File: src/include/cpu_defines.svh
`ifndef CPU_DEFINES_SVH
`define CPU_DEFINES_SVH

// data path width of the core.
`define CPU_XLEN 32

// architectural register file.
`define CPU_NUM_REGS 16
`define CPU_REG_AW ($clog2(`CPU_NUM_REGS))

// fetch queue entries, which is also the number of credits the fetch unit starts with.
`define CPU_QUEUE_DEPTH 4
`define CPU_QUEUE_AW ($clog2(`CPU_QUEUE_DEPTH))

// the credit counter and the queue occupancy both range from 0 to the full depth.
`define CPU_CREDIT_W ($clog2(`CPU_QUEUE_DEPTH + 1))

// instruction memory is word addressed, so the pc is a word index.
`define CPU_IMEM_WORDS 256
`define CPU_PC_W ($clog2(`CPU_IMEM_WORDS))

`endif

File: src/source/cpu_pkg.sv
`include "cpu_defines.svh"

package cpu_pkg;

	typedef logic [`CPU_XLEN-1:0] word_t;
	typedef logic [`CPU_REG_AW-1:0] reg_idx_t;
	typedef logic [`CPU_PC_W-1:0] pc_t;
	typedef logic [`CPU_CREDIT_W-1:0] credit_t;
	typedef logic [`CPU_QUEUE_AW-1:0] qptr_t;

	// encodings 12 to 15 are unused and decode as nop.
	typedef enum logic [3:0] {
		ADD  = 4'd0,
		SUB  = 4'd1,
		AND  = 4'd2,
		OR   = 4'd3,
		XOR  = 4'd4,
		SLT  = 4'd5,
		ADDI = 4'd6,
		LUI  = 4'd7,
		BEQZ = 4'd8,
		BNEZ = 4'd9,
		HALT = 4'd10,
		NOP  = 4'd11
	} opcode_t;

	typedef struct packed {
		opcode_t     opcode;
		reg_idx_t    rd;
		reg_idx_t    rs1;
		reg_idx_t    rs2;
		logic [15:0] imm;
	} instr_t;

	// the pc travels with the instruction so that branches can form their target.
	typedef struct packed {
		instr_t instr;
		pc_t    pc;
	} fetch_pkt_t;

	typedef struct packed {
		reg_idx_t rd;
		word_t    data;
	} wb_t;

endpackage

File: src/source/execute_unit.sv
`timescale 1ns/100ps

module execute_unit import cpu_pkg::*; (
	input  logic       CLK,
	input  logic       arst_n,
	input  logic       hold,
	input  logic       head_valid,
	input  fetch_pkt_t head,
	output logic       take,
	output reg_idx_t   rs1,
	output reg_idx_t   rs2,
	input  word_t      rd_data1,
	input  word_t      rd_data2,
	output logic       we,
	output reg_idx_t   wr_addr,
	output word_t      wr_data,
	output logic       redirect,
	output pc_t        redirect_pc,
	output logic       wb_valid,
	output wb_t        wb,
	output logic       halted
);

	instr_t ins;
	word_t  imm_sext;
	word_t  result;
	logic   writes_rd;
	logic   branch_taken;
	logic   is_halt;

	assign ins      = head.instr;
	assign imm_sext = {{16{ins.imm[15]}}, ins.imm};

	assign take = head_valid && !hold && !halted;
	assign rs1  = ins.rs1;
	assign rs2  = ins.rs2;

	always_comb begin
		result       = '0;
		writes_rd    = 1'b0;
		branch_taken = 1'b0;
		is_halt      = 1'b0;
		case (ins.opcode)
			ADD: begin
				result    = rd_data1 + rd_data2;
				writes_rd = 1'b1;
			end
			SUB: begin
				result    = rd_data1 - rd_data2;
				writes_rd = 1'b1;
			end
			AND: begin
				result    = rd_data1 & rd_data2;
				writes_rd = 1'b1;
			end
			OR: begin
				result    = rd_data1 | rd_data2;
				writes_rd = 1'b1;
			end
			XOR: begin
				result    = rd_data1 ^ rd_data2;
				writes_rd = 1'b1;
			end
			SLT: begin
				result    = word_t'($signed(rd_data1) < $signed(rd_data2));
				writes_rd = 1'b1;
			end
			ADDI: begin
				result    = rd_data1 + imm_sext;
				writes_rd = 1'b1;
			end
			LUI: begin
				result    = {ins.imm, 16'h0000};
				writes_rd = 1'b1;
			end
			BEQZ:    branch_taken = (rd_data1 == '0);
			BNEZ:    branch_taken = (rd_data1 != '0);
			HALT:    is_halt = 1'b1;
			default: ;
		endcase
	end

	// writes to r0 are dropped here, so they never reach the writeback port.
	assign we      = take && writes_rd && (ins.rd != '0);
	assign wr_addr = ins.rd;
	assign wr_data = result;

	// the target wraps around the instruction memory.
	assign redirect    = take && branch_taken;
	assign redirect_pc = head.pc + pc_t'(1) + pc_t'(imm_sext);

	always_ff @(posedge CLK or negedge arst_n) begin
		if (!arst_n) begin
			wb_valid <= 1'b0;
			halted   <= 1'b0;
		end else begin
			wb_valid <= we;
			if (take && is_halt) begin
				halted <= 1'b1;
			end
		end
	end

	always_ff @(posedge CLK) begin
		if (we) begin
			wb.rd   <= ins.rd;
			wb.data <= result;
		end
	end

endmodule

File: config.mk
export PLATFORM = sky130hd
export DESIGN_NAME = execute_unit
export DESIGN_NICKNAME = d
export VERILOG_FILES = /design/src/source/cpu_pkg.sv /design/src/source/execute_unit.sv
export VERILOG_INCLUDE_DIRS = /design/src /design/src/include
export SDC_FILE = /design/constraint.sdc
export NUM_CORES = 1
export LEC_CHECK = 0
export BUFFER_PORTS_ARGS = -buffer_cell sky130_fd_sc_hd__buf_2
export CORE_ASPECT_RATIO = 0.75
export CORE_MARGIN = 1.5
export CORE_UTILIZATION = 55
export DETAILED_ROUTE_END_ITERATION = 7
export GPL_ROUTABILITY_DRIVEN = 0
export PLACE_DENSITY = 0.84
export SKIP_CTS_REPAIR_TIMING = 1
export SYNTH_ARGS = -nofsm -noshare
export SYNTH_HDL_FRONTEND = slang
export SYNTH_SLANG_ARGS = --single-unit
File: constraint.sdc
create_clock -name CLK -period 5.32 [get_ports CLK]
set_clock_uncertainty 0.05 [all_clocks]
set_input_delay 0.266 -clock CLK [delete_from_list [all_inputs] [get_ports CLK]]
set_output_delay 0.266 -clock CLK [all_outputs]
set_load 0.02 [all_outputs]
==> metrics.yaml <==
flow_run:
  cap_violations: 0
placed_design:
  port_buffers: 184
  dpl_cell_area_um2: 8060
  dp_slack_ps: 928
  dp_hpwl_um: 18600
logic_synthesis:
  syn_nets: 1165
  synth-simple-area-share_pct: 15.2
  synth.distinct_cells: 73
  synthesis.instances: 917
  synth.area.mux_share_pct: 0.441
  synthAdderAreaFrac_pct: 25.0
  synth_area_um2: 7100
  synth-main-ff-cell: "edfxtp_1"
  synth_area_leaders: "ha_1 24%, edfxtp_1 15%, o21ai_0 6.1%"
  synthTopCellsByCount: "137 x ha_1, 104 x inv_1, 87 x o21ai_0"
  synth.most_common_cell: "ha_1"
  synth_top_family_by_area: "compound AO/OA/AOI/OAI gates"
  synth_edf_count: 36
  synth-xor-area-share_pct: 5.67
  yosysWarnings: 0
  seq_area_frac_synth_pct: 15.9
  synth_compound_area_share_pct: 28.6
  async_reset_ff_share_pct: 5.26
  ys_seq_elements: 38
  synth_top_area_share_pct: 24.1
  synth_largest_area_cell: "ha_1"
  syn_area_per_cell_um2: 7.74
drt:
  wl_per_cell_um: 19.2
  wirelength_um: 23800
  drc: 0
  antenna_left: 0
  vias: 7784
  drtIter0Drc: 1110
  vias_per_cell: 6.28
  dr.pass1.iters: 7
finish:
  layout-drive-gt1-share_pct: 20.8
  syn2layout_area_growth_pct: 16.4
  fin_area_um2: 8270
  register_area_um2: 1130
  nFillCells: 1079
  multi_input_area_um2: 5350
  fin_nets: 1321
  num_antenna_cells: 0
cts:
  clk_pin_slew_ps: 60
  cts.sinks: 38
  clockBufferDepth: 2
  cts_made_buffers: 5
  root_buffer: "clkbuf_16"
  cts_tree: "done"
  cts_max_level: 2
  insertion_delay_ps: 290
power:
  power.density_nw_per_um2: 193
  ir_worst_vdd_mv: 0.120
  p_total_mw: 1.60
  leakagePower_nw: 4.01
setup_path:
  cp_max_fo: 19
  start_kind: "primary input"
  worstRegToRegCells: 3
  r2r-end: "wb[30]"
  r2r_start: "halted"
  end_kind: "output pin"
  cpMaxStageDelayCell: "fa_1"
  startpoint: "head[39]"
  cp.required_ps: 5000
  crit_type: "in -> out"
  crit_path_max_incr_delay_ps: 450
  crit_arrival_ps: 4240
  crit_chain: "buf_2 > nand2b_1 > nor2_2 > buf_4 > nand2_1 > o21ai_0 > ha_1 > fa_1 > a21o_1 > a21oi_2 > o21ai_2 > a2111o_1 > a211oi_2 > nor3_1 > o221ai_1 > xor2_1 > o21ai_0 > buf_2"
  crit_path_end: "wr_data[24]"
  r2r_setup_slack_ps: 3060
timing:
  min_period_ps: 4560
  timing.fmax_mhz: 219
  rsz0062_at_grt: "no"
  post-route-period-util_pct: 85.7
  setup_viol: 0
  tns_ps: 0
  slew_violations: 0
  holdWs_ps: 136
  setup_slack_ps: 761
  finalHoldViolCount: 0
  tightest_slew_ps: 1210
  slew_headroom_pct: 18.9
die:
  dieArea_um2: 13600
  core-area_um2: 12400
  die_h_um: 101
  ios: 201
  initial_utilization_pct: 57.1
  die_x_um: 134
  num_rows: 35
grt:
  grt_overflow: 0
  grt_max_degree: 39
  grt_pass1_wl_um: 36400
  first_global_vias: 7020
  gr-usage-all-layers_pct: 34.1
  antenna_found_initial: 0
outcome:
  status: "finished, final reports clean"
worst_hold_path:
  hold_path_class: "in -> reg"
worst min-delay path by stage:
stage | startpoint | to | cells past startpoint | slack [ps]
2_1_floorplan | arst_n | halted | 0 | -80
3_3_place_gp | arst_n | wb_valid | 1 | 10
3_5_place_dp | arst_n | wb_valid | 1 | 10
4_1_cts | arst_n | wb_valid | 1 | -290
5_1_grt | head[34] | wb[34] | 1 | 130
6_report | head[34] | wb[34] | 1 | 140
cell type report:
cell class / count / area share [%]
Clock buffer: 6 / 1.68
Clock inverter: 2 / 0.727
Inverter: 104 / 4.72
Multi-Input combinational cell: 732 / 64.8
Sequential cell: 38 / 13.7
Tap cell: 166 / 2.51
Timing Repair Buffer: 192 / 11.9
worst max-delay path, delay by kind of cell:
family | cells | cell delay, ps
xor gates and xnor gates | 1 | 140
adders and majority gates | 2 | 710
and+or+nand+nor | 4 | 600
buffers and inverters | 3 | 640
AOI/OAI and AO/OA | 8 | 1900
where the power goes:
part | total (mW) | switching [mW] | internal, mW
registers | 0.351 | 0.00320 | 0.348
clock network | 0.422 | 0.140 | 0.282
logic | 0.824 | 0.526 | 0.297
sequential cells by signal (all words and copies together) (netlist names):
register / cells
wb_valid: 1
halted: 1
wb: 36
kinds of logic (layout without fill, tap and decap cells):
| family | count (synthesis) | count (layout) |
|---|---|---|
| adders and majority gates | 140 | 140 |
| xor gates and xnor gates | 46 | 46 |
| AOI/OAI and AO/OA | 311 | 311 |
| muxes | 3 | 3 |
| buffers and inverters | 147 | 304 |
| and+or+nand+nor | 232 | 232 |
| DFF | 38 | 38 |
metrics by stage:
step	utilization, %	cells
detailed placement	64.8	1231
finish	66.5	1240
floorplan	-	917
global route	66.5	1240
CTS	66.4	1239
global placement	64.8	1231
layout by cell type, fill, tap and decap left out, drive strengths merged, types with 10 or more instances in the layout:
| cell | n |
|---|---|
| xor2 | 20 |
| inv | 104 |
| nor2b | 10 |
| ha | 137 |
| buf | 191 |
| o221ai | 12 |
| nor3 | 12 |
| o21bai | 16 |
| nand2 | 73 |
| o21ai | 93 |
| xnor2 | 26 |
| nand3 | 18 |
| or3 | 11 |
| nor2 | 68 |
| a21oi | 82 |
| a221oi | 18 |
| a22oi | 11 |
| edfxtp | 36 |
| o211ai | 15 |
per-layer routing:
layer	up-vias	wire (µm)	share of wire (%)	track usage [%]
li1	3621	-	-	-
met1	3542	9980	42	47.1
met2	546	9580	40	50.3
met3	73	3540	15	11.6
met4	2	687	2.9	9.76
met5	-	36	0.15	2.43
Note: power is estimated with default switching activity, not from simulation.
