**config.mk**
```make
export PLATFORM = sky130hd
export DESIGN_NAME = fetch_queue
export DESIGN_NICKNAME = d
export VERILOG_FILES = /design/src/source/cpu_pkg.sv /design/src/source/fetch_queue.sv
export VERILOG_INCLUDE_DIRS = /design/src /design/src/include
export SDC_FILE = /design/constraint.sdc
export NUM_CORES = 1
export LEC_CHECK = 0
export CORE_MARGIN = 2
export CORE_UTILIZATION = 55
export DETAILED_ROUTE_END_ITERATION = 8
export DONT_BUFFER_PORTS = 1
export GPL_ROUTABILITY_DRIVEN = 0
export PLACE_DENSITY_LB_ADDON = 0.1
export SLEW_MARGIN = 10
export SYNTH_ARGS = -nofsm -noshare
export SYNTH_HDL_FRONTEND = slang
export SYNTH_SLANG_ARGS = --single-unit
export TNS_END_PERCENT = 30
```
**constraint.sdc**
```tcl
create_clock -name CLK -period 2.5 [get_ports CLK]
set_clock_uncertainty 0.15 [all_clocks]
set_input_delay 0.125 -clock CLK [delete_from_list [all_inputs] [get_ports CLK]]
set_output_delay 0.125 -clock CLK [all_outputs]
set_load 0.01 [all_outputs]
```
**src/include/cpu_defines.svh**
```systemverilog
`ifndef CPU_DEFINES_SVH
`define CPU_DEFINES_SVH

// data path width of the core.
`define CPU_XLEN 32

// architectural register file.
`define CPU_NUM_REGS 16
`define CPU_REG_AW ($clog2(`CPU_NUM_REGS))

// fetch queue entries, which is also the number of credits the fetch unit starts with.
`define CPU_QUEUE_DEPTH 4
`define CPU_QUEUE_AW ($clog2(`CPU_QUEUE_DEPTH))

// the credit counter and the queue occupancy both range from 0 to the full depth.
`define CPU_CREDIT_W ($clog2(`CPU_QUEUE_DEPTH + 1))

// instruction memory is word addressed, so the pc is a word index.
`define CPU_IMEM_WORDS 256
`define CPU_PC_W ($clog2(`CPU_IMEM_WORDS))

`endif

```
**src/source/cpu_pkg.sv**
```systemverilog
`include "cpu_defines.svh"

package cpu_pkg;

	typedef logic [`CPU_XLEN-1:0] word_t;
	typedef logic [`CPU_REG_AW-1:0] reg_idx_t;
	typedef logic [`CPU_PC_W-1:0] pc_t;
	typedef logic [`CPU_CREDIT_W-1:0] credit_t;
	typedef logic [`CPU_QUEUE_AW-1:0] qptr_t;

	// encodings 12 to 15 are unused and decode as nop.
	typedef enum logic [3:0] {
		ADD  = 4'd0,
		SUB  = 4'd1,
		AND  = 4'd2,
		OR   = 4'd3,
		XOR  = 4'd4,
		SLT  = 4'd5,
		ADDI = 4'd6,
		LUI  = 4'd7,
		BEQZ = 4'd8,
		BNEZ = 4'd9,
		HALT = 4'd10,
		NOP  = 4'd11
	} opcode_t;

	typedef struct packed {
		opcode_t     opcode;
		reg_idx_t    rd;
		reg_idx_t    rs1;
		reg_idx_t    rs2;
		logic [15:0] imm;
	} instr_t;

	// the pc travels with the instruction so that branches can form their target.
	typedef struct packed {
		instr_t instr;
		pc_t    pc;
	} fetch_pkt_t;

	typedef struct packed {
		reg_idx_t rd;
		word_t    data;
	} wb_t;

endpackage

```
**src/source/fetch_queue.sv**
```systemverilog
`timescale 1ns/100ps
`include "cpu_defines.svh"

module fetch_queue import cpu_pkg::*; (
	input  logic       CLK,
	input  logic       arst_n,
	input  logic       push,
	input  fetch_pkt_t pkt,
	input  logic       take,
	input  logic       flush,
	output logic       head_valid,
	output fetch_pkt_t head,
	output logic       credit_return
);

	fetch_pkt_t entries [`CPU_QUEUE_DEPTH];

	qptr_t   rd_ptr;
	qptr_t   wr_ptr;
	credit_t count;
	logic    do_push;
	logic    do_take;

	// a push in the flush cycle belongs to the wrong path and is dropped.
	assign do_push = push && !flush;
	assign do_take = take && !flush;

	always_ff @(posedge CLK) begin
		if (do_push) begin
			entries[wr_ptr] <= pkt;
		end
	end

	always_ff @(posedge CLK or negedge arst_n) begin
		if (!arst_n) begin
			rd_ptr <= '0;
			wr_ptr <= '0;
			count  <= '0;
		end else if (flush) begin
			rd_ptr <= '0;
			wr_ptr <= '0;
			count  <= '0;
		end else begin
			if (do_push) begin
				wr_ptr <= (wr_ptr == qptr_t'(`CPU_QUEUE_DEPTH - 1)) ? '0 : wr_ptr + qptr_t'(1);
			end
			if (do_take) begin
				rd_ptr <= (rd_ptr == qptr_t'(`CPU_QUEUE_DEPTH - 1)) ? '0 : rd_ptr + qptr_t'(1);
			end
			case ({do_push, do_take})
				2'b10:   count <= count + credit_t'(1);
				2'b01:   count <= count - credit_t'(1);
				default: count <= count;
			endcase
		end
	end

	assign head_valid = (count != '0);
	assign head       = entries[rd_ptr];

	// the fetch unit refills its credits itself on a flush.
	assign credit_return = do_take;

endmodule

```
==> qor.csv, run 1 <==
stage,metric,value,unit
final_layout,register_area,4980,um^2
global_route,antenna_found_initial,0,
clocking,clock-sinks,167,
sta,fin_crit_sh,89.4,%
yosys,async_reset_ff_share,4.19,%
setup_path,path_max_fanout,20,
global_route,grt_max_degree,41,
run_status,outcome,"complete, no violations",
setup_path,path_cells,"buf_4, mux4_2",
power,vdd_drop_max,476,uV
yosys,syn-instance-count,256,
yosys,ys_ff_latch,167,
clocking,cts_root_buf,clkbuf_16,
detailed_routing,drt_iter0_drc,185,
sta,maxSlewViolCount,0,
sta,fin_tns_setup,0,ps
clocking,cts_max_level,4,
sta,hold_violations,0,
clocking,insertion_delay,410,ps
sta,grt_setup_unrepaired,false,
yosys,ys.flop_type,edfxtp_1,
sta,finalSetupViolCount,0,
setup_path,crit_family,flip-flops,
clocking,cts_inserted_buffers,17,
setup_path,reg2reg_depth,6,
final_layout,drive_gt1_share,24.8,%
final_layout,nFillCells,729,
floorplan,die_y,111,um
sta,slew-limit-headroom,65.9,%
final_layout,final_cell_area,7510,um^2
detailed_routing,ant_nets,0,
job,cap_violations,0,
yosys,synth_edf_count,160,
clocking,clk_path_buf_depth,2,
final_layout,syn_to_final_growth,19.4,%
place,dp.final_hpwl,5.93,mm
yosys,syn_avg_cell_area,24.6,um^2
setup_path,max_stage_delay,690,ps
floorplan,core-area,11300,um^2
final_layout,multi_input_area,1180,um^2
sta,worstMarginPinSlew,511,ps
clocking,clk_pin_slew,60,ps
yosys,synth_cell_types,23,
sta,timing.fmax,447,MHz
setup_path,worstSetupStartpointType,flop,
yosys,yosys_warnings,0,
detailed_routing,avgRoutedWirePerCell,21.3,um
global_route,grtUsageTotal,17.9,%
detailed_routing,route.vias.total,2717,
detailed_routing,first_pass_iters,4,
setup_path,cp.depth,2,
detailed_routing,wl,10.1,mm
min_path,whs_path_depth,4,
global_route,grt_overflow_total,0,
yosys,synth_seq_area_share,79.2,%
detailed_routing,via_per_inst,5.74,
setup_path,arrival,1960,ps
sta,min_period,2240,ps
yosys,synth_nets,307,
floorplan,ioPinCount,87,
floorplan,fp-row-count,39,
power,powerDensity,804,nW/um^2
min_path,min_path_type,in -> reg,
global_route,grt_pass1_vias,2906,
clocking,cts_tree,done,
detailed_routing,drc_errors,0,
setup_path,endpoint_kind,primary output,
setup_path,cp_slowest_cell,dfrtp_4,
yosys,synth_area,6290,um^2
floorplan,initial_core_util,55.8,%
floorplan,die-area,12300,um^2
final_layout,final_core_utilization,66.6,%
floorplan,die_width,111,um
setup_path,required,2230,ps
setup_path,path_class,reg -> out,
place,dpl_cell_area,6490,um^2
setup_path,path_buf_inv,1,
power,p_leak,2.43,nW
final_layout,final_nets,368,
global_route,grt_pass1_wl,16.0,mm
place,port_buffers,0,
final_layout,n_antenna_cell,0,
## sequential cells by signal (all words and copies together), names as in the netlist
register and count:
entries 160, count 3, wr_ptr 2, rd_ptr 2
## worst reg2reg max path, cell delays in order (launching register included)
cell and delay [ps]:
dfrtp_4 690, buf_12 250, ha_1 180, nor2_1 40, mux2i_1 140, nor2_1 50
dlygate4sd3_1 550
## power breakdown
part           leakage (nW)  total [mW]  internal [mW]  switching [mW]
registers              1.54        3.20           3.15          0.0503
logic                 0.627       0.434          0.217           0.217
clock network         0.259        2.40           1.37            1.03
total                  2.43        6.03           4.74            1.30
## metal layers
metal / wire (um) / GRT usage [%] / up-vias
li1: - / - / 1195
met1: 4150 / 23.0 / 1431
met2: 5200 / 28.3 / 79
met3: 592 / 7.00 / 12
met4: 146 / 6.25 / 0
met5: 0 / 0 / -
## synthesized netlist by cell type, types with 3 or more instances
cell type  count  area [um^2]
edfxtp_1     160         4800
mux2i_1        5         50.1
buf_12         4         80.1
dfrtp_1        7          175
mux4_2        38          856
nor2b_1        3         18.8
buf_2          5         25.0
and2_1         4         25.0
nor2_1         8         30.0
ha_1           5         62.6
## cell families after synthesis
logic type	share of synthesized area, %
adder cells (fa/ha/maj)	1.31
multiplexers	15.2
XOR/XNOR	0.279
buffers and inverters	2.17
AND/OR/NAND/NOR	1.73
flip-flops	79.2
AO/OA/AOI/OAI	0.0795
## layout make-up
class / instances / area share, %
timing repair buffer: 55 / 8.03
multi-input combinational: 74 / 15.7
sequential: 167 / 66.4
clock buffer: 17 / 5.67
inverter: 2 / 0.100
tap: 143 / 2.38
clock inverter: 15 / 1.72
## path summary, 6_finish.rpt
| path | to | slack (ps) | from |
|---|---|---|---|
| min | count[1] | 50 | push |
| max | head[37] | 260 | rd_ptr[0] |
| min in group asynchronous | rd_ptr[0] | 450 | arst_n |
| min reg2reg | count[1] | 440 | count[1] |
| max in group asynchronous | rd_ptr[0] | 1460 | arst_n |
| max reg2reg | rd_ptr[0] | 340 | rd_ptr[0] |
## per-stage QoR
step	power [mW]	setup slack, ps	hold slack, ps	instances
5_1_grt	6.24	126	82.7	473
6_report	6.03	264	52.3	473
3_3_place_gp	3.61	654	-320	395
2_1_floorplan	3.56	365	-321	256
4_1_cts	6.09	201	36.4	473
3_5_place_dp	3.62	633	-320	395
## what timing repair did
item	4_1_cts	5_1_grt
setup endpoints to repair	0	0
resized for setup	0	0
setup buffers	0	0
endpoints found under the hold margin	174	0
hold buffers	46	0
## cells in the final DEF, fill, tap and decap left out, types with 2 or more instances in the layout
| cell type | n |
|---|---|
| inv_1 | 2 |
| dfrtp_1 | 5 |
| dlygate4sd3_1 | 46 |
| clkinvlp_4 | 4 |
| mux4_1 | 2 |
| nor2b_1 | 3 |
| ha_1 | 5 |
| clkinv_1 | 3 |
| mux2i_1 | 5 |
| inv_6 | 3 |
| nor3b_1 | 2 |
| mux4_2 | 38 |
| buf_4 | 3 |
| edfxtp_1 | 160 |
| clkbuf_16 | 17 |
| buf_12 | 6 |
| nor2_1 | 8 |
| and2_2 | 4 |
| clkinv_4 | 3 |
Power figures use the tool's default switching activity.
==> inputs of run 2 (changes only) <==
--- a/config.mk
+++ b/config.mk
@@ -6,11 +6,12 @@
 export SDC_FILE = /design/constraint.sdc
 export NUM_CORES = 1
 export LEC_CHECK = 0
+export CELL_PAD_IN_SITES_DETAIL_PLACEMENT = 1
+export CELL_PAD_IN_SITES_GLOBAL_PLACEMENT = 1
 export CORE_MARGIN = 2
 export CORE_UTILIZATION = 55
 export DETAILED_ROUTE_END_ITERATION = 8
 export DONT_BUFFER_PORTS = 1
-export GPL_ROUTABILITY_DRIVEN = 0
 export PLACE_DENSITY_LB_ADDON = 0.1
 export SLEW_MARGIN = 10
 export SYNTH_ARGS = -nofsm -noshare
==> constraint.sdc (replaced) <==
create_clock -name CLK -period 2.37 [get_ports CLK]
set_clock_uncertainty 0.15 [all_clocks]
set_input_delay 0.1185 -clock CLK [delete_from_list [all_inputs] [get_ports CLK]]
set_output_delay 0.1185 -clock CLK [all_outputs]
set_load 0.01 [all_outputs]
==> run 2 against run 1 <==
  * Non-clock buffer count increased by 2
  * Worst hold slack improved by 7.6 ps
  * Critical path type unchanged
  * Global-route usage increased by 1.6 points
==> qor.csv, run 2 (same netlist as run 1, synthesis figures left out) <==
stage,metric,value,unit
final_layout,largest_reg_flops,160,
clocking,cts_hold_buf,46,
detailed_routing,ant_nets,0,
final_layout,reg_top3,"entries x160, count x3",
global_route,grt_overflow_total,0,
place,globalplace.congestion,0.706,
setup_path,required,2100,ps
clocking,cts_inserted_buffers,17,
final_layout,final_common_cell,edfxtp_1,
clocking,clk_path_buf_depth,2,
setup_path,endpoint_kind,primary output,
clocking,post-cts-setup-buffers,0,
sta,grt_setup_unrepaired,false,
floorplan,fp-row-count,39,
sta,maxSlewViolCount,0,
final_layout,regMostFlops,entries,
sta,timing.final.ws_setup,333,ps
global_route,grtUsageTotal,19.5,%
clocking,cts_resized,0,
detailed_routing,first_pass_iters,4,
final_layout,final_nets,370,
detailed_routing,wl_met3,596,um
final_layout,syn_to_final_growth,20.2,%
detailed_routing,avgRoutedWirePerCell,23.3,um
setup_path,reg2reg_depth,5,
sta,finalSetupViolCount,0,
power,comb_power_share,7.1,%
clocking,cts_max_level,4,
floorplan,die_width,111,um
final_layout,n_antenna_cell,0,
sta,min_period,2040,ps
power,powerDensity,895,nW/um^2
floorplan,core-area,11300,um^2
power,power_switching,1.35,mW
clocking,insertion_delay,410,ps
floorplan,die-area,12300,um^2
sta,worstMarginPinSlew,492,ps
sta,slew-limit-headroom,67.2,%
power,vdd_drop_max,524,uV
sta,hold_violations,0,
power,clkPwrFrac,43.2,%
sta,fin_crit_sh,85.9,%
detailed_routing,top_layer_used,met4,
floorplan,initial_core_util,55.8,%
run_status,outcome,"complete, no violations",
setup_path,path_max_fanout,25,
min_path,min_path_type,in -> reg,
clocking,clk_pin_slew,60,ps
place,port_buffers,0,
job,cap_violations,0,
setup_path,worstSetupStartpointType,flop,
power,switching_share,20.0,%
power,internal-power,5.41,mW
place,dp_slack,565,ps
final_layout,final_cell_area,7560,um^2
place,dp.final_hpwl,6.56,mm
detailed_routing,met1_length,4.55,mm
detailed_routing,drt_iter0_drc,164,
power,p_leak,2.48,nW
sta,timing.fmax,491,MHz
clocking,cts_root_buf,clkbuf_16,
sta,fin_tns_setup,0,ps
final_layout,final_cell_mix,"edfxtp_1, dlygate4sd3_1, mux4_2, clkbuf_16",
floorplan,ioPinCount,87,
detailed_routing,via_per_inst,5.78,
detailed_routing,wl_met2,5.78,mm
detailed_routing,drc_errors,0,
clocking,cts_tree,done,
global_route,grt_pass1_vias,3014,
detailed_routing,route.vias.total,2740,
global_route,antenna_found_initial,0,
clocking,clock-sinks,167,
floorplan,die_y,111,um
power,power_frac_seq,49.7,%
global_route,grt_max_degree,31,
global_route,grt_pass1_wl,17.5,mm
setup_path,path_class,reg -> out,
min_path,whs_path_depth,4,
place,dpl_cell_area,6470,um^2
setup_path,arrival,1770,ps
detailed_routing,wl,11.0,mm
final_layout,drive_gt1_share,24.8,%
## run 2: final timing paths
path | to | startpoint | slack (ps)
max in group asynchronous | rd_ptr[1] | arst_n | 1380
worst min-delay path | count[1] | push | 60
worst max register to register | rd_ptr[0] | rd_ptr[1] | 380
worst min register to register | count[1] | count[1] | 450
min in group asynchronous | count[2] | arst_n | 430
worst max-delay path | head[0] | rd_ptr[1] | 330
## run 2: layer usage
metal | vias to the layer above | GRT usage [%]
li1 | 1199 | -
met1 | 1429 | 25.2
met2 | 101 | 31.9
met3 | 11 | 6.29
met4 | 0 | 6.17
met5 | - | 0
## run 2: per-stage QoR
step / util (%) / power (mW) / std cells / hold slack (ps)
final: 67.1 / 6.77 / 474 / 59.9
after global placement: 57.4 / 3.81 / 397 / -327
after global routing: 67.1 / 6.98 / 474 / 95.4
after CTS: 67.1 / 6.83 / 474 / 52.4
after detailed placement: 57.4 / 3.82 / 397 / -327
after floorplan: - / 3.75 / 256 / -327
## run 2: layout make-up
class	instances	area, um^2
clock buffer	18	429
sequential	167	4980
inverter	2	7.51
timing repair buffer	57	581
fill	866	3710
multi-input combinational	74	1180
tap	143	179
clock inverter	13	204
## run 2: power by group through the flow
| stage | Combinational, mW | Sequential, mW | Clock, mW |
|---|---|---|---|
| final | 0.481 | 3.36 | 2.92 |
| after global routing | 0.520 | 3.37 | 3.09 |
| after CTS | 0.493 | 3.37 | 2.97 |
| after detailed placement | 0.396 | 3.43 | 0 |
| after global placement | 0.390 | 3.42 | 0 |
| after floorplan | 0.345 | 3.41 | 0 |
## run 2: worst max-delay path, cell delays in order, from the launching register on
cell and delay, ps:
dfrtp_2 680, buf_12 250, mux4_1 400
